[config.mk]
export PLATFORM = sky130hd
export DESIGN_NAME = reg_rename
export DESIGN_NICKNAME = d
export VERILOG_FILES = /design/src/common/core_types_pkg.sv /design/src/common/rob_pkg.sv /design/src/reg_rename.sv
export SDC_FILE = /design/constraint.sdc
export NUM_CORES = 2
export LEC_CHECK = 0
export ABC_CLOCK_PERIOD_IN_PS = 4500
export CORE_MARGIN = 2
export CORE_UTILIZATION = 42
export DETAILED_ROUTE_END_ITERATION = 8
export DONT_BUFFER_PORTS = 1
export GPL_ROUTABILITY_DRIVEN = 0
export SYNTH_ARGS = -nofsm -noshare
export SYNTH_HDL_FRONTEND = slang
export SYNTH_SLANG_ARGS = --single-unit
[constraint.sdc]
create_clock -name in_clk -period 4.5 [get_ports in_clk]
set_input_delay 0.225 -clock in_clk [delete_from_list [all_inputs] [get_ports in_clk]]
set_output_delay 0.225 -clock in_clk [all_outputs]
set_load 0.005 [all_outputs]
[src/common/core_types_pkg.sv]
`default_nettype none

package core_types_pkg;

  localparam int GPR_SIZE     = 64;
  localparam int GPR_COUNT    = 32;
  localparam int GPR_IDX_SIZE = 5;
  localparam int IMM_SIZE     = 16;  // Zero-extended to GPR_SIZE

  // Highest register reads as zero and drops writes
  localparam logic [GPR_IDX_SIZE-1:0] ZERO_GPR = GPR_IDX_SIZE'(GPR_COUNT - 1);

  typedef struct packed {
    logic n;
    logic z;
    logic c;
    logic v;
  } nzcv_t;

  typedef enum logic [2:0] {
    OP_ADD,
    OP_SUB,
    OP_AND,
    OP_ORR,
    OP_ADDS,  // Writes NZCV
    OP_SUBS,  // Writes NZCV
    OP_MOVZ
  } fu_op_t;

endpackage

`default_nettype wire

[src/common/rob_pkg.sv]
`default_nettype none

package rob_pkg;

  localparam int ROB_SIZE     = 8;
  localparam int ROB_IDX_SIZE = 3;

  // Wait slots in the execution station
  localparam int STATION_SIZE = 4;

  typedef struct packed {
    logic                                    busy;   // Allocated
    logic                                    valid;  // Result arrived
    logic [core_types_pkg::GPR_IDX_SIZE-1:0] gpr_index;
    logic                                    set_nzcv;
    logic [core_types_pkg::GPR_SIZE-1:0]     value;
    core_types_pkg::nzcv_t                   nzcv;
  } rob_entry_t;

endpackage

`default_nettype wire

[src/reg_rename.sv]
`default_nettype none

module reg_rename (
  input  logic                                    in_clk,
  input  logic                                    in_rst_n,
  input  logic                                    dispatch_valid,
  input  core_types_pkg::fu_op_t                  op,
  input  logic [core_types_pkg::GPR_IDX_SIZE-1:0] dst,
  input  logic [core_types_pkg::GPR_IDX_SIZE-1:0] src1,
  input  logic [core_types_pkg::GPR_IDX_SIZE-1:0] src2,
  input  logic                                    use_imm,
  input  logic [core_types_pkg::IMM_SIZE-1:0]     imm,
  input  logic [rob_pkg::ROB_IDX_SIZE-1:0]        rob_next_index,
  input  logic                                    rob_full,
  input  logic                                    station_full,
  input  logic                                    commit_valid,
  input  logic [core_types_pkg::GPR_IDX_SIZE-1:0] commit_gpr,
  input  logic [core_types_pkg::GPR_SIZE-1:0]     commit_value,
  input  logic                                    commit_set_nzcv,
  input  core_types_pkg::nzcv_t                   commit_nzcv,
  input  logic [rob_pkg::ROB_IDX_SIZE-1:0]        commit_rob_index,
  output logic                                    stall,
  output logic                                    alloc_valid,
  output logic [core_types_pkg::GPR_IDX_SIZE-1:0] alloc_gpr,
  output logic                                    alloc_set_nzcv,
  output logic                                    ren_valid,
  output core_types_pkg::fu_op_t                  ren_op,
  output logic                                    ren_src_a_ready,
  output logic [core_types_pkg::GPR_SIZE-1:0]     ren_src_a_value,
  output logic [rob_pkg::ROB_IDX_SIZE-1:0]        ren_src_a_tag,
  output logic                                    ren_src_b_ready,
  output logic [core_types_pkg::GPR_SIZE-1:0]     ren_src_b_value,
  output logic [rob_pkg::ROB_IDX_SIZE-1:0]        ren_src_b_tag,
  output logic [rob_pkg::ROB_IDX_SIZE-1:0]        ren_rob_index,
  output core_types_pkg::nzcv_t                   flags
);
  import core_types_pkg::*;
  import rob_pkg::*;

  logic [GPR_SIZE-1:0]     gpr [GPR_COUNT];
  logic [ROB_IDX_SIZE-1:0] tag [GPR_COUNT];  // Youngest producer
  logic [GPR_COUNT-1:0]    busy;

  logic                    accept;
  logic                    a_ready;
  logic [GPR_SIZE-1:0]     a_value;
  logic [ROB_IDX_SIZE-1:0] a_tag;
  logic                    b_ready;
  logic [GPR_SIZE-1:0]     b_value;
  logic [ROB_IDX_SIZE-1:0] b_tag;

  // Returns {ready, value, tag} for one source
  function automatic logic [GPR_SIZE+ROB_IDX_SIZE:0] lookup(
      input logic [GPR_IDX_SIZE-1:0] idx);
    logic bypass;
    bypass = commit_valid && (commit_rob_index == tag[idx]);
    if (idx == ZERO_GPR) return {1'b1, GPR_SIZE'(0), tag[idx]};
    if (!busy[idx]) return {1'b1, gpr[idx], tag[idx]};
    if (bypass) return {1'b1, commit_value, tag[idx]};  // Producer retires this cycle
    return {1'b0, gpr[idx], tag[idx]};
  endfunction

  assign stall          = rob_full | station_full;
  assign accept         = dispatch_valid & ~stall;
  assign alloc_valid    = accept;
  assign alloc_gpr      = dst;
  assign alloc_set_nzcv = (op == OP_ADDS) || (op == OP_SUBS);

  always_comb begin
    {a_ready, a_value, a_tag} = lookup(src1);
    {b_ready, b_value, b_tag} = lookup(src2);
    if (use_imm) begin
      b_ready = 1'b1;
      b_value = GPR_SIZE'(imm);
    end
  end

  always_ff @(posedge in_clk or negedge in_rst_n) begin
    if (!in_rst_n) begin
      for (int i = 0; i < GPR_COUNT; i++) begin
        gpr[i] <= '0;
        tag[i] <= '0;
      end
      busy  <= '0;
      flags <= '0;
    end else begin
      if (commit_valid) begin
        if (commit_gpr != ZERO_GPR) gpr[commit_gpr] <= commit_value;
        if (tag[commit_gpr] == commit_rob_index) busy[commit_gpr] <= 1'b0;
        if (commit_set_nzcv) flags <= commit_nzcv;
      end
      // A new producer overrides a clear from the commit above
      if (accept && dst != ZERO_GPR) begin
        busy[dst] <= 1'b1;
        tag[dst]  <= rob_next_index;
      end
    end
  end

  always_ff @(posedge in_clk or negedge in_rst_n) begin
    if (!in_rst_n) ren_valid <= 1'b0;
    else ren_valid <= accept;
  end

  always_ff @(posedge in_clk) begin
    if (accept) begin
      ren_op          <= op;
      ren_src_a_ready <= a_ready;
      ren_src_a_value <= a_value;
      ren_src_a_tag   <= a_tag;
      ren_src_b_ready <= b_ready;
      ren_src_b_value <= b_value;
      ren_src_b_tag   <= b_tag;
      ren_rob_index   <= rob_next_index;
    end
  end

endmodule

`default_nettype wire
Word level (Yosys, flattened, before mapping):

Cells that the tools add are included.

* flip-flop bits (word level): 2323
* bits of input ports: 121
* output and inout bits: 155
* logic and storage cells: 177

* $lt $le $gt $ge: 12
* equal/unequal tests: 9
* muxes and demuxes: 57
* bitwise operators: 10
* reductions and logical operators: 10

Operators with widths (count)
* bitwise mux 2048 bit: 1
* two-way mux 68 bit: 12
* binary-select mux 64 bit (select 5 bit): 2
* demux 64 bit (select 5 bit): 1
* two-way mux 64 bit: 5
* bitwise mux 96 bit: 1
* two-way mux 32 bit: 3
* binary-select mux 3 bit (select 5 bit): 3
* bitwise AND 32 bit: 1
* inverter 32 bit: 1
* OR 32 bit: 1
* >= comparator 6 bit (second input constant): 4
* < comparator 5 x 6 -> 1 bit (second input constant): 4
* inverter 5 -> 6 bit: 4
* two-way mux 3 bit: 7
* two-way mux 1 bit: 16
* two-way mux 16 bit: 1
* demux 3 bit (select 5 bit): 1
* < comparator 6 x 1 -> 1 bit (second input constant): 2
* binary-select mux 1 bit (select 5 bit): 2
* demux 1 bit (select 5 bit): 2
* equality test 5 bit (second input constant): 2
* >= comparator 5 x 1 -> 1 bit (second input constant): 2
* inequality test 5 bit (second input constant): 2
* 8 further kinds: 18

Longest topological paths before layout:

* word-level depth: 13
* depth in mapped cells: 14

Least setup slack after synthesis:

Ideal clock, no wire load.

* kind: input port to flip-flop
* from: input port station_full
* to: register tag[10] in the netlist's numbering
* arrival: 5588 ps
* required time: 4375 ps
* slack: -1213 ps
* stages on the path: 6
* buffers on the path: 0
* cell sequence: nor2_1 > and2_1 > nand2_1 > or3_1 > nor3_1 > mux2_2

* cells in the longest elaborated chain, start to end: 4

Ends and longest elaborated chain
* start, declared: line reg_rename.sv:15 `input logic station_full,`
* OR 1 bit: line reg_rename.sv:63 `assign stall = rob_full | station_full;`
* inverter 1 bit: line reg_rename.sv:64 `assign accept = dispatch_valid & ~stall;`
* bitwise AND 1 bit: line reg_rename.sv:64
* via alloc_valid: line reg_rename.sv:23 `output logic alloc_valid,`
* logical AND 1 bit: line reg_rename.sv:93 `if (accept && dst != ZERO_GPR) begin`
* end signal, assigned by index: line reg_rename.sv:95 `tag[dst] <= rob_next_index;`
* end, declared: line reg_rename.sv:41 `logic [ROB_IDX_SIZE-1:0] tag [GPR_COUNT];`

The timed path passes the listed nets, and every way through them passes these cells.
A chain may end at the register's enable or synchronous reset.

Worst setup path after layout:

* from: register tag[24] in the netlist's numbering
* to: register ren_src_b_value[12] in the netlist's numbering, data pin

* cells in the longest elaborated chain, start to end: 12
* elaborated cells on any way between the ends: 13
* those cells by class: eq/ne (1); mux (11); reduce/logical (1)

Ends and longest elaborated chain
* binary-select mux 3 bit (select 5 bit) (*): line reg_rename.sv:56 `bypass = commit_valid && (commit_rob_index == tag[idx]);`
* two-way mux 3 bit (not written as such) (*) (2 in a row): line reg_rename.sv:56
* equality test 3 bit (*): line reg_rename.sv:56
* logical AND 1 bit (*): line reg_rename.sv:56
* two-way mux 1 bit (2 in a row): line reg_rename.sv:59 `if (bypass) return {1'b1, commit_value, tag[idx]};`
* two-way mux 1 bit: line reg_rename.sv:58 `if (!busy[idx]) return {1'b1, gpr[idx], tag[idx]};`
* two-way mux 68 bit (*): line reg_rename.sv:60 `return {1'b0, gpr[idx], tag[idx]};`
* two-way mux 68 bit (*): line reg_rename.sv:59
* two-way mux 68 bit (*): line reg_rename.sv:58
* two-way mux 16 bit (*): line reg_rename.sv:72 `if (use_imm) begin`
* via b_value[12]: line reg_rename.sv:49 `logic [GPR_SIZE-1:0] b_value;`
* end signal, assigned: line reg_rename.sv:112 `ren_src_b_value <= b_value;`
* end, declared: line reg_rename.sv:32 `output logic [core_types_pkg::GPR_SIZE-1:0] ren_src_b_value,`

The timed path passes the listed nets; every way through them passes the cells marked *. The select of a mux whose other input is x is not followed.

==> metrics.md <==
| Metric | Value |
|---|---|
| CTS clk-pin slew, worst paths | `0.06 ns` |
| Pwr/cell area | `446 nW/um^2` |
| Worst Path Max Fanout | `18` |
| Place WS | `-0.260 ns` |
| DR iter-0 viols | `8509` |
| Compound-gate portion of the synthesized area | `3.35%` |
| Final core area utilization | `47.3%` |
| FFs w/ async S/R, synth | `93.9%` |
| Worst reg2reg path depth | `9` |
| Worst Path Arrival | `5.17 ns` |
| Syn Std Cell Area | `123000 sq um` |
| Post-synthesis xor/xnor area fraction | `0.0428%` |
| Final Slew Violations | `310` |
| Final critical-path required period | `4.44 ns` |
| Clk Latency, worst-skew pair | `0.88 ns` |
| Die Ht | `544 um` |
| Placed Area | `126000 sq um` |
| Final Hold Vio Count | `417` |
| Worst Tran Pin Value | `1.85 ns` |
| Synth Net Count | `7960` |
| Reg-to-Reg End | `ren_src_b_value[12]$_DFFE_PP_` |
| RSZ-0062 raised after global routing | `false` |
| Worst rel slew slack | `-23.3%` |
| Post-detailed-route count of antenna-violating nets | `0` |
| Clock buffer count from CTS | `271` |
| Fmax | `0.225 GHz` |
| Sink Count | `2323` |
| Vias in the first global route | `79000` |
| CTS tree | `yes` |
| # placed instances | `11000` |
| Synth cell count leaders | `2181 x dfrtp_1, 2174 x mux2_2, 1204 x mux4_2, 699 x clkbuf_1, 254 x mux2i_1` |
| Drt wl/cell | `35.4 um` |
| Mapped Cells | `7839` |
| IO Count | `276` |
| Synth Area in Adders | `0%` |
| Ranking of synthesized cells by area | `dfrtp_1 44%, mux4_2 22%, mux2_2 20%` |
| CP endpoint kind | `register` |
| # port buffers | `0` |
| Final worst setup slack | `0.0614 ns` |
| Fin nets | `7664` |
| Clock Tree Root | `clkbuf_16` |
| Hold buffer count at cts | `203` |
| Syn_area_per_cell | `15.6 sq um` |
| CP startpoint | `tag[24]$_DFFE_PN0P_` |
| Skew final | `0.0787 ns` |
| 1st-pass router iterations | `7` |
| Synth warnings | `0` |
| Count leader, synth | `dfrtp_1` |
| Crit path to | `ren_src_b_value[12]$_DFFE_PP_` |
| Combinational family with the most area after synthesis | `multiplexers` |
| Crit start category | `register` |
| Final Cell Area | `138000 sq um` |
| Routed wire length | `413000 um` |
| Total number of vias | `76800` |
| Outcome | `finished with violations` |
| FP Rows | `198` |
| Post-synth EDFFs | `142` |
| Post-Layout Cell Count | `11700` |
| DP HPWL | `202000 um` |
| Synthesized flop and latch total | `2323` |
| Period utilization | `98.6%` |
| Failing checks | `negative hold slack, max-slew violations` |
| Share of layout cells above drive strength 1 | `52.5%` |
| Lkg Pwr | `57.5 nW` |
| Die ar. | `296000 sq um` |
| Max-Cap Viols | `0` |
| Most frequently used flop master after synthesis | `dfrtp_1` |
| Post-Synth Simple-Gate Area | `1.46%` |
| Largest net degree at the start of global routing | `543` |
| Synth area leader | `dfrtp_1` |
| H-tree levels | `5` |
| Slack of the worst reg-to-reg path | `0.06 ns` |
| Die W | `544 um` |
| Worst reg2reg path startpoint | `tag[24]$_DFFE_PN0P_` |
| Worst vdd ir | `295 uV` |
| Grt ovf | `0` |
| First-pass GRT wire length | `595000 um` |
| Hold_ws | `-0.580 ns` |
| Hold Path Class | `input pin to async pin` |
| Endpoints failing setup | `0` |
| DR vias/cell | `6.59` |
| Required @ worst endpoint | `5.24 ns` |
| Area Growth Syn to Fin | `12.3%` |
| Core area | `291000 sq um` |
| Library cells used by synthesis | `57` |
| Sequential cell area fraction in the yosys report | `48.0%` |
| Initial antenna violation count | `45` |
| Clk buf depth | `4` |
| Total track usage | `27.8%` |
| DRC | `0` |
| Share of the synthesized area in the top cell type | `44.5%` |
| CP Class | `register to register` |
| Initial core utilization | `42.2%` |
| Mux cell area share after synthesis | `44.1%` |
## per-stage QoR
step	power, mW	TNS, ns
3_5_place_dp	38.6	-47.14
5_1_grt	63.8	0
2_1_floorplan	35.9	0
6_report	61.4	0
3_3_place_gp	38.0	-13.04
4_1_cts	61.6	0
## placed cells by master, fill, tap and decap left out, types with 69 or more instances in the layout
master / n
a21oi_1: 137
buf_12: 87
buf_4: 73
clkbuf_1: 69
clkbuf_16: 280
dfrtp_1: 2181
dlygate4sd3_1: 165
edfxtp_1: 142
mux2_2: 2174
mux2i_1: 254
mux4_2: 1204
nand2_1: 108
nor2_1: 105
o21ai_0: 97
## power by group
part / internal, mW / switching, mW / total [mW]
clock network: 13.1 / 9.15 / 22.2
logic: 7.33 / 4.44 / 11.8
registers: 24.8 / 2.61 / 27.4
## sequential cells by signal (all words and copies together), names as in the netlist
register,count
ren_src_a_value,64
tag,96
ren_valid,1
gpr,2048
ren_src_a_ready,1
ren_op,3
flags,4
busy,32
ren_src_b_ready,1
ren_src_a_tag,3
ren_src_b_tag,3
ren_src_b_value,64
ren_rob_index,3
## metal layers
| layer | up-vias | GRT usage (%) | part of all wire [%] |
|---|---|---|---|
| met1 | 42500 | 40.1 | 43 |
| met2 | 3498 | 42.0 | 45 |
| met5 | - | 0 | 0.051 |
| met3 | 786 | 5.81 | 8.5 |
| li1 | 30000 | - | - |
| met4 | 32 | 9.07 | 3.5 |
## cells by family after synthesis
group                  Yosys count
multiplexers                  3632
AND/OR/NAND/NOR                388
AO/OA/AOI/OAI                  563
buffers and inverters          927
flip-flops                    2323
XOR/XNOR                         6
## worst max-delay path: stages (launching register included)
cell           delay [ns]
dfrtp_1              0.41
mux4_2               0.47
mux4_2               0.50
o32ai_2              0.19
xnor2_1              0.33
nor2_4               0.61
nand2_2              0.43
buf_4                0.39
o211ai_1             0.28
dlygate4sd3_1        0.58
## repair_timing
item / 4_1_cts / 5_1_grt
gates resized for setup: 0 / 0
endpoints found under the hold margin: 2823 / 417
buffers inserted: 0 / 0
## cell type report
type | count | area, sq um
fillers | 24900 | 153000
multi-input cells | 4589 | 60400
flip-flops and latches | 2323 | 58800
clock buffers | 403 | 8010
well taps | 3900 | 4880
repair buffers | 351 | 4660
clock inverters | 77 | 813
diodes | 17 | 42.5
inverters | 7 | 31.3
## worst min path at each step
stage,slack (ns),from,cells past startpoint,to
3_3_place_gp,-0.06,in_rst_n,0,flags[1]$_DFFE_PN0P_
2_1_floorplan,-0.07,in_rst_n,0,busy[0]$_DFF_PN0_
4_1_cts,-0.39,in_rst_n,2,gpr[140]$_DFFE_PN0P_
6_report,-0.58,in_rst_n,2,gpr[908]$_DFFE_PN0P_
3_5_place_dp,-0.06,in_rst_n,0,flags[1]$_DFFE_PN0P_
5_1_grt,-0.40,in_rst_n,2,tag[62]$_DFFE_PN0P_
Note: power is estimated with default switching activity, not from simulation.
