===== src/common/core_types_pkg.sv =====
`default_nettype none

package core_types_pkg;

  localparam int GPR_SIZE     = 64;
  localparam int GPR_COUNT    = 32;
  localparam int GPR_IDX_SIZE = 5;
  localparam int IMM_SIZE     = 16;  // Zero-extended to GPR_SIZE

  // Highest register reads as zero and drops writes
  localparam logic [GPR_IDX_SIZE-1:0] ZERO_GPR = GPR_IDX_SIZE'(GPR_COUNT - 1);

  typedef struct packed {
    logic n;
    logic z;
    logic c;
    logic v;
  } nzcv_t;

  typedef enum logic [2:0] {
    OP_ADD,
    OP_SUB,
    OP_AND,
    OP_ORR,
    OP_ADDS,  // Writes NZCV
    OP_SUBS,  // Writes NZCV
    OP_MOVZ
  } fu_op_t;

endpackage

`default_nettype wire


===== src/common/rob_pkg.sv =====
`default_nettype none

package rob_pkg;

  localparam int ROB_SIZE     = 8;
  localparam int ROB_IDX_SIZE = 3;

  // Wait slots in the execution station
  localparam int STATION_SIZE = 4;

  typedef struct packed {
    logic                                    busy;   // Allocated
    logic                                    valid;  // Result arrived
    logic [core_types_pkg::GPR_IDX_SIZE-1:0] gpr_index;
    logic                                    set_nzcv;
    logic [core_types_pkg::GPR_SIZE-1:0]     value;
    core_types_pkg::nzcv_t                   nzcv;
  } rob_entry_t;

endpackage

`default_nettype wire


===== src/rob/rob.sv =====
`default_nettype none

module rob (
  input  logic                                    in_clk,
  input  logic                                    in_rst_n,
  // Allocation request from rename
  input  logic                                    alloc_valid,
  input  logic [core_types_pkg::GPR_IDX_SIZE-1:0] alloc_gpr,
  input  logic                                    alloc_set_nzcv,
  // Sources held in the dispatch register
  input  logic                                    ren_src_a_ready,
  input  logic [core_types_pkg::GPR_SIZE-1:0]     ren_src_a_value,
  input  logic [rob_pkg::ROB_IDX_SIZE-1:0]        ren_src_a_tag,
  input  logic                                    ren_src_b_ready,
  input  logic [core_types_pkg::GPR_SIZE-1:0]     ren_src_b_value,
  input  logic [rob_pkg::ROB_IDX_SIZE-1:0]        ren_src_b_tag,
  // ALU result
  input  logic                                    fu_done,
  input  logic [rob_pkg::ROB_IDX_SIZE-1:0]        fu_rob_index,
  input  logic [core_types_pkg::GPR_SIZE-1:0]     fu_value,
  input  logic                                    fu_set_nzcv,
  input  core_types_pkg::nzcv_t                   fu_nzcv,
  output logic [rob_pkg::ROB_IDX_SIZE-1:0]        rob_next_index,
  output logic                                    rob_full,
  // Forwarded operands to the station
  output logic                                    op_a_valid,
  output logic [core_types_pkg::GPR_SIZE-1:0]     op_a_value,
  output logic [rob_pkg::ROB_IDX_SIZE-1:0]        op_a_tag,
  output logic                                    op_b_valid,
  output logic [core_types_pkg::GPR_SIZE-1:0]     op_b_value,
  output logic [rob_pkg::ROB_IDX_SIZE-1:0]        op_b_tag,
  // Broadcast, one cycle after fu_done
  output logic                                    bc_valid,
  output logic [rob_pkg::ROB_IDX_SIZE-1:0]        bc_index,
  output logic [core_types_pkg::GPR_SIZE-1:0]     bc_value,
  output logic                                    bc_set_nzcv,
  output core_types_pkg::nzcv_t                   bc_nzcv,
  // In-order commit
  output logic                                    commit_valid,
  output logic [core_types_pkg::GPR_IDX_SIZE-1:0] commit_gpr,
  output logic [core_types_pkg::GPR_SIZE-1:0]     commit_value,
  output logic                                    commit_set_nzcv,
  output core_types_pkg::nzcv_t                   commit_nzcv,
  output logic [rob_pkg::ROB_IDX_SIZE-1:0]        commit_rob_index
);
  import core_types_pkg::*;
  import rob_pkg::*;

  rob_entry_t              entries [ROB_SIZE];
  logic [ROB_IDX_SIZE-1:0] head;   // Oldest entry
  logic [ROB_IDX_SIZE-1:0] tail;   // Next to allocate
  logic [ROB_IDX_SIZE:0]   count;

  // Ready source, else finished entry, else same-cycle broadcast
  function automatic logic [GPR_SIZE:0] forward(input logic                    ready,
                                                input logic [GPR_SIZE-1:0]     value,
                                                input logic [ROB_IDX_SIZE-1:0] tag);
    if (ready) return {1'b1, value};
    if (entries[tag].valid) return {1'b1, entries[tag].value};
    if (bc_valid && bc_index == tag) return {1'b1, bc_value};
    return {1'b0, value};
  endfunction

  always_ff @(posedge in_clk or negedge in_rst_n) begin
    if (!in_rst_n) begin
      entries  <= '{default: '0};
      head     <= '0;
      tail     <= '0;
      count    <= '0;
      bc_valid <= 1'b0;
      bc_index <= '0;
    end else begin
      if (fu_done) begin
        entries[fu_rob_index].valid <= 1'b1;
        entries[fu_rob_index].value <= fu_value;
        if (fu_set_nzcv) entries[fu_rob_index].nzcv <= fu_nzcv;
      end
      if (commit_valid) begin
        entries[head].busy  <= 1'b0;
        entries[head].valid <= 1'b0;
        head                <= head + 1'b1;  // Power-of-two size wraps naturally
      end
      if (alloc_valid) begin
        entries[tail].busy      <= 1'b1;
        entries[tail].valid     <= 1'b0;
        entries[tail].gpr_index <= alloc_gpr;
        entries[tail].set_nzcv  <= alloc_set_nzcv;
        tail                    <= tail + 1'b1;
      end
      count    <= count + (ROB_IDX_SIZE + 1)'(alloc_valid) - (ROB_IDX_SIZE + 1)'(commit_valid);
      bc_valid <= fu_done;
      bc_index <= fu_rob_index;
    end
  end

  always_comb begin
    {op_a_valid, op_a_value} = forward(ren_src_a_ready, ren_src_a_value, ren_src_a_tag);
    {op_b_valid, op_b_value} = forward(ren_src_b_ready, ren_src_b_value, ren_src_b_tag);
  end

  assign op_a_tag       = ren_src_a_tag;
  assign op_b_tag       = ren_src_b_tag;
  assign rob_next_index = tail;
  assign rob_full       = (count == (ROB_IDX_SIZE + 1)'(ROB_SIZE));

  // Result was latched at the previous edge
  assign bc_value    = entries[bc_index].value;
  assign bc_set_nzcv = entries[bc_index].set_nzcv;
  assign bc_nzcv     = entries[bc_index].nzcv;

  assign commit_valid     = entries[head].busy & entries[head].valid;
  assign commit_gpr       = entries[head].gpr_index;
  assign commit_value     = entries[head].value;
  assign commit_set_nzcv  = entries[head].set_nzcv;
  assign commit_nzcv      = entries[head].nzcv;
  assign commit_rob_index = head;

endmodule

`default_nettype wire


===== config.mk =====
export PLATFORM = sky130hd
export DESIGN_NAME = rob
export DESIGN_NICKNAME = d
export VERILOG_FILES = /design/src/common/core_types_pkg.sv /design/src/common/rob_pkg.sv /design/src/rob/rob.sv
export SDC_FILE = /design/constraint.sdc
export NUM_CORES = 2
export LEC_CHECK = 0
export BUFFER_PORTS_ARGS = -buffer_cell sky130_fd_sc_hd__buf_2
export CAP_MARGIN = 25
export CORE_UTILIZATION = 32
export CTS_CLUSTER_SIZE = 12
export DETAILED_ROUTE_END_ITERATION = 6
export PLACE_DENSITY = 0.52
export SLEW_MARGIN = 5
export SYNTH_ARGS = -nofsm -noshare
export SYNTH_HDL_FRONTEND = slang
export SYNTH_SLANG_ARGS = --single-unit

===== constraint.sdc =====
create_clock -name in_clk -period 3.52 [get_ports in_clk]
set_clock_uncertainty 0.15 [all_clocks]
set_input_delay 0.352 -clock in_clk [delete_from_list [all_inputs] [get_ports in_clk]]
set_output_delay 0.352 -clock in_clk [all_outputs]
set_load 0.02 [all_outputs]

======== Word level (Yosys, flattened, before mapping) ========
Index checks and enable logic that the tools add are counted.
operators by class
  $add $sub $neg .......................... 4
  magnitude comparators ................... 9
  eq/ne operators ......................... 3
  multiplexer cells ....................... 67
  bitwise operators ....................... 7
  reduce and logical (&&, ||, !) cells .... 5
operators by type and width
  cell                                                                   number
  608-bit bitwise mux                                                    9
  608-bit 2-to-1 mux                                                     4
  76-bit demux with 3-bit select                                         9
  76-bit binary-select mux with 3-bit select                             4
  65-bit 2-to-1 mux                                                      12
  75-bit 2-to-1 mux                                                      7
  76-bit 2-to-1 mux                                                      4
  69-bit 2-to-1 mux                                                      3
  74-bit 2-to-1 mux                                                      1
  68-bit 2-to-1 mux                                                      1
  4-bit greater-or-equal comparator (second input constant)              6
  3-bit inverter with 4-bit output                                       6
  4-bit by 1-bit < comparator with 1-bit output (second input constant)  3
  1-bit 2-to-1 mux                                                       12
  3-bit by 1-bit adder with 3-bit output (second input constant)         2
  3-bit == test                                                          2
  1-bit logical AND                                                      5
  4-bit by 1-bit adder with 4-bit output                                 1
  4-bit == test (second input constant)                                  1
  4-bit 2-to-1 mux                                                       1
  4-bit by 1-bit subtractor with 4-bit output                            1
  1-bit AND                                                              1
storage, ports and cells
  register bits ........................... 622
  input port bits ......................... 218
  output and inout port bits .............. 291
  word-level logic and storage cells ...... 172

======== Logic depth before layout (Yosys ltp) ========
  depth after elaboration ................. 18
  mapped depth ............................ 13
  gate-level depth less buffers ........... 10

======== Worst setup path after synthesis ========
OpenSTA, ideal clock, no wires.
  path type ............................... flip-flop to flip-flop
  from .................................... register head[1] (netlist: commit_rob_index[1])
  to ...................................... register count[2]
  setup time .............................. 123 ps
  arrival ................................. 2774 ps
  data required time ...................... 3247 ps
  slack ................................... 473 ps
  stages on the path, launching flop included .. 13
  buffers on the path ..................... 3
  clock period less this slack ............ 3047 ps
  cells stage by stage .................... dfrtp_1 > buf_2 > and2_1 > clkbuf_1 > a22oi_1 > o2bb2ai_1 > a2bb2oi_1 > clkbuf_1 > ha_1 > inv_1 > ha_1 > fa_1 > xor2_1
between the ends
  word-level cells in the longest chain between the ends .. 6
ends and longest elaborated chain
  element                                                 RTL line    text
  from (decl)                                             rob.sv:50   logic [ROB_IDX_SIZE-1:0] head;
  from (signal assigned)                                  rob.sv:81   head <= head + 1'b1;
  3-bit inverter with 4-bit output (implied by the code)  rob.sv:111  assign commit_valid = entries[head].busy & entries[head].valid;
  76-bit binary-select mux with 3-bit select              rob.sv:111
  76-bit 2-to-1 mux (implied by the code) (2 in a row)    rob.sv:111
  1-bit AND                                               rob.sv:111
  via commit_valid                                        rob.sv:39   output logic commit_valid,
  4-bit by 1-bit subtractor with 4-bit output             rob.sv:90   count <= count + (ROB_IDX_SIZE + 1)'(alloc_valid) - (ROB_IDX_SIZE + 1)'(commit_valid);
  to (signal assigned)                                    rob.sv:90
  to (decl)                                               rob.sv:52   logic [ROB_IDX_SIZE:0] count;
The timed path passes the listed nets, and every way through them passes these cells. The select of a mux whose other input is x is not followed.
A chain may end at the register's enable or synchronous reset.

======== Worst setup path in the final report ========
  from .................................... register head[2] (netlist: commit_rob_index[2])
  to ...................................... output commit_value[11] (netlist bit)
between the ends
  word-level cells in the longest chain between the ends .. 4
ends and longest elaborated chain
  element                                                 RTL line    text
  3-bit inverter with 4-bit output (implied by the code)  rob.sv:113  assign commit_value = entries[head].value;
  76-bit binary-select mux with 3-bit select              rob.sv:113
  76-bit 2-to-1 mux (2 in a row)                          --
  to (decl)                                               rob.sv:41   output logic [core_types_pkg::GPR_SIZE-1:0] commit_value,
Every way passes these cells. The select of a mux whose other input is x is not followed.

==> impl_results.md <==
- Post-synth top area cell: dfrtp_1
- Yosys reg bits: 622
- Synth Instances: 3812
- Antenna violations before repair: 13
- Remaining global-route overflow: 0
- Max-cap violations: 0
- Syn_area_per_cell: 11.1 sq um
- HP Class: in2reg
- RSZ-0062 raised after global routing: yes
- Num rows: 133
- Max Clock Freq: 285 MHz
- Yosys top cell area share: 36.7%
- Via count: 36900
- Worst rel slew slack: 29.3%
- Die area: 134000 sq um
- # nets final: 4548
- Total power: 39400 uW
- Crit. End Element: primary output
- Finished Layout Cells: 6145
- DR vias/cell: 6.01
- Finished layout cell area: 52200 sq um
- CTS root buf: clkbuf_16
- Seq/Total Area, Yosys: 36.7%
- Lkg Pwr: 0.0226 uW
- Startpoint types: flop
- Crit Path Category: reg2out
- Final ANT Viol Nets: 0
- CTS Buf Count: 79
- Total wire length: 188000 um
- Tcrit/Tclk final: 99.5%
- Final Max Slew Viols: 0
- Area after DPL: 47600 sq um
- Outcome: completed
- CTS tree: yes
- Number of synthesized flops with an enable pin: 0
- Final Hold Viols: 0
- # DRC: 0
- VDD IR-drop max: 508 uV
- Post-Syn Nets: 4038
- Wire per inst: 30.6 um
- Distinct cell type count after synthesis: 47
- Worst-skew pair later-pin latency: 0.67 ns
- Die height: 366 um
- H-tree Lvls: 3
- Arrival time at the worst endpoint: 3.00 ns
- Vias in the first global route: 36400
- Largest net degree at the start of global routing: 76
- Area delta synth->final: 23.1%
- Clock sinks: 622
- CTS clk-pin slew, worst paths: 0.06 ns
- Filler cells: 12800
- First-pass DRT Iterations: 6
- PwrDens: 754 nW/um^2
- Initial DRC count: 4191
- Synth warn: 0
- Tmin final: 3.50 ns
- Post-Syn Area: 42500 sq um
- Post-DP HPWL: 110000 um
- Top FF cell, synth: dfrtp_1
- IO Port Bufs: 508
- FFs w/ async S/R, synth: 100%
- GRT Total Usage: 27.0%
- Setup-failing EPs final: 0
- Placed Cells: 5854
- Core area: 132000 sq um
- Critical Path RT: 3.02 ns
- Final GP Congestion: 0.838
- Chip Width: 366 um
- Ports: 509
- Share of cells above drive strength 1: 40.9%
- Synth top area cells: dfrtp_1, mux4_2, mux2_2
- Critical path peak fanout: 33
- Worst Hold Slack: 0.122 ns
- Worst slew pin tran: 1.06 ns
- First-pass GRT wire length: 267000 um
- Longest Clk Path Bufs: 3
- Initial core utilization: 32.3%
## path summary, 6_finish.rpt
check,from,to,slack [ns],depth (start not counted)
worst max-delay path,commit_rob_index[2]$_DFFE_PN0N_,commit_value[11],0.02,5
worst min-delay path,fu_set_nzcv,entries[307]$_DFFE_PN0P_,0.12,3
worst max register to register,commit_rob_index[0]$_DFFE_PN0N_,count[2]$_DFF_PN0_,0.44,9
worst min register to register,entries[374]$_DFFE_PN0P_,entries[374]$_DFFE_PN0P_,0.35,1
max in group asynchronous,in_rst_n,entries[332]$_DFFE_PN0P_,2.07,4
min in group asynchronous,in_rst_n,entries[78]$_DFFE_PN0P_,0.14,2
## synthesized netlist by cell type, types with 3 or more instances
| master | number |
|---|---|
| a21oi_1 | 90 |
| nor2b_1 | 9 |
| a41oi_1 | 3 |
| a21o_1 | 3 |
| and2_1 | 4 |
| nor3_1 | 10 |
| o21ai_0 | 14 |
| a221oi_1 | 54 |
| nand2b_1 | 3 |
| a22oi_1 | 39 |
| o221ai_1 | 46 |
| buf_1 | 60 |
| mux2_2 | 495 |
| mux4_2 | 400 |
| o2bb2ai_1 | 3 |
| mux2i_1 | 227 |
| nand4_1 | 4 |
| a311oi_1 | 3 |
| or2_2 | 3 |
| nor4_1 | 3 |
| nor2_1 | 115 |
| nand3_1 | 124 |
| xnor2_1 | 9 |
| nand2_1 | 959 |
| inv_1 | 8 |
| a221o_1 | 6 |
| ha_1 | 7 |
| a31oi_1 | 7 |
| o22ai_1 | 27 |
| buf_4 | 32 |
| o311ai_1 | 122 |
| dfrtp_1 | 622 |
| buf_2 | 112 |
| clkbuf_1 | 168 |
| nand3b_1 | 5 |
## what timing repair did
action	CTS	global route
resized for setup	16	26
hold buffers	80	0
setup buffers	34	14
gates cloned	7	7
pin swaps	4	2
setup endpoints to repair	175	82
endpoints found under the hold margin	666	0
## area by class of cell
class,count,area (sq um),share of cell area (%)
multi-input cells,2810,25400,48.7
flip-flops and latches,622,15600,29.8
repair buffers,798,6120,11.7
clock buffers,108,2300,4.40
well taps,1755,2200,4.20
clock inverters,36,553,1.06
inverters,11,43.8,0.0838
diodes,5,12.5,0.0239
## critical path, stage by stage (launching register included)
cell      delay (ns)
dfrtp_4         0.65
and2_4          0.39
buf_12          0.32
a22oi_1         0.15
o221ai_1        0.48
buf_2           0.28
## per-layer routing
metal / GRT usage, % / share of wire [%] / wire length [um]
met5: 0 / 0.039 / 73
met4: 10.1 / 4.0 / 7530
met3: 5.80 / 9.1 / 17200
met2: 40.7 / 44 / 83600
met1: 38.0 / 42 / 79700
## kinds of logic after synthesis
| family | after synthesis | share of synthesized area, % |
|---|---|---|
| buffers and inverters | 383 | 4.00 |
| xor gates and xnor gates | 11 | 0.227 |
| adders and majority gates | 8 | 0.253 |
| DFF | 622 | 36.7 |
| muxes | 1124 | 39.8 |
| AOI/OAI and AO/OA | 421 | 7.45 |
| and+or+nand+nor | 1243 | 11.6 |
## registers in the layout (all words and copies together) (netlist names)
register          count
entries             608
count                 4
bc_index              3
commit_rob_index      3
rob_next_index        3
bc_valid              1
## where the power goes
part	switching, uW	leakage (uW)	internal (uW)
sequential	2070	0.00760	8900
clock	3490	0.00140	5530
combinational	11500	0.0136	7860
total	17100	0.0226	22300
## cells in the final DEF, fill, tap and decap left out, types with 8 or more instances in the layout
master | netlist | routed
a21oi_1 | 90 | 90
a221oi_1 | 54 | 54
a22oi_1 | 39 | 39
buf_12 | 0 | 53
buf_16 | 0 | 14
buf_2 | 112 | 498
buf_4 | 32 | 128
buf_6 | 0 | 11
bufinv_16 | 0 | 13
clkbuf_1 | 168 | 9
clkbuf_16 | 0 | 85
clkbuf_8 | 0 | 19
clkinv_2 | 0 | 13
dfrtp_1 | 622 | 616
dlygate4sd3_1 | 0 | 80
inv_1 | 8 | 8
mux2_2 | 495 | 491
mux2i_1 | 227 | 225
mux4_2 | 400 | 400
nand2_1 | 959 | 959
nand3_1 | 124 | 123
nor2_1 | 115 | 101
nor2_4 | 0 | 12
nor3_1 | 10 | 8
o21ai_0 | 14 | 14
o221ai_1 | 46 | 44
o22ai_1 | 27 | 26
o311ai_1 | 122 | 122
xnor2_1 | 9 | 9
## metrics by stage
step / TNS, ns / setup slack [ns] / util, %
after global routing: -0.0191 / -0.0109 / 39.7
after floorplan: 0 / 0.473 / -
final: 0 / 0.0170 / 39.7
after global placement: 0 / 0.272 / 36.2
after detailed placement: 0 / 0.203 / 36.2
after CTS: 0 / 0.00169 / 39.4
Power figures use the tool's default switching activity.
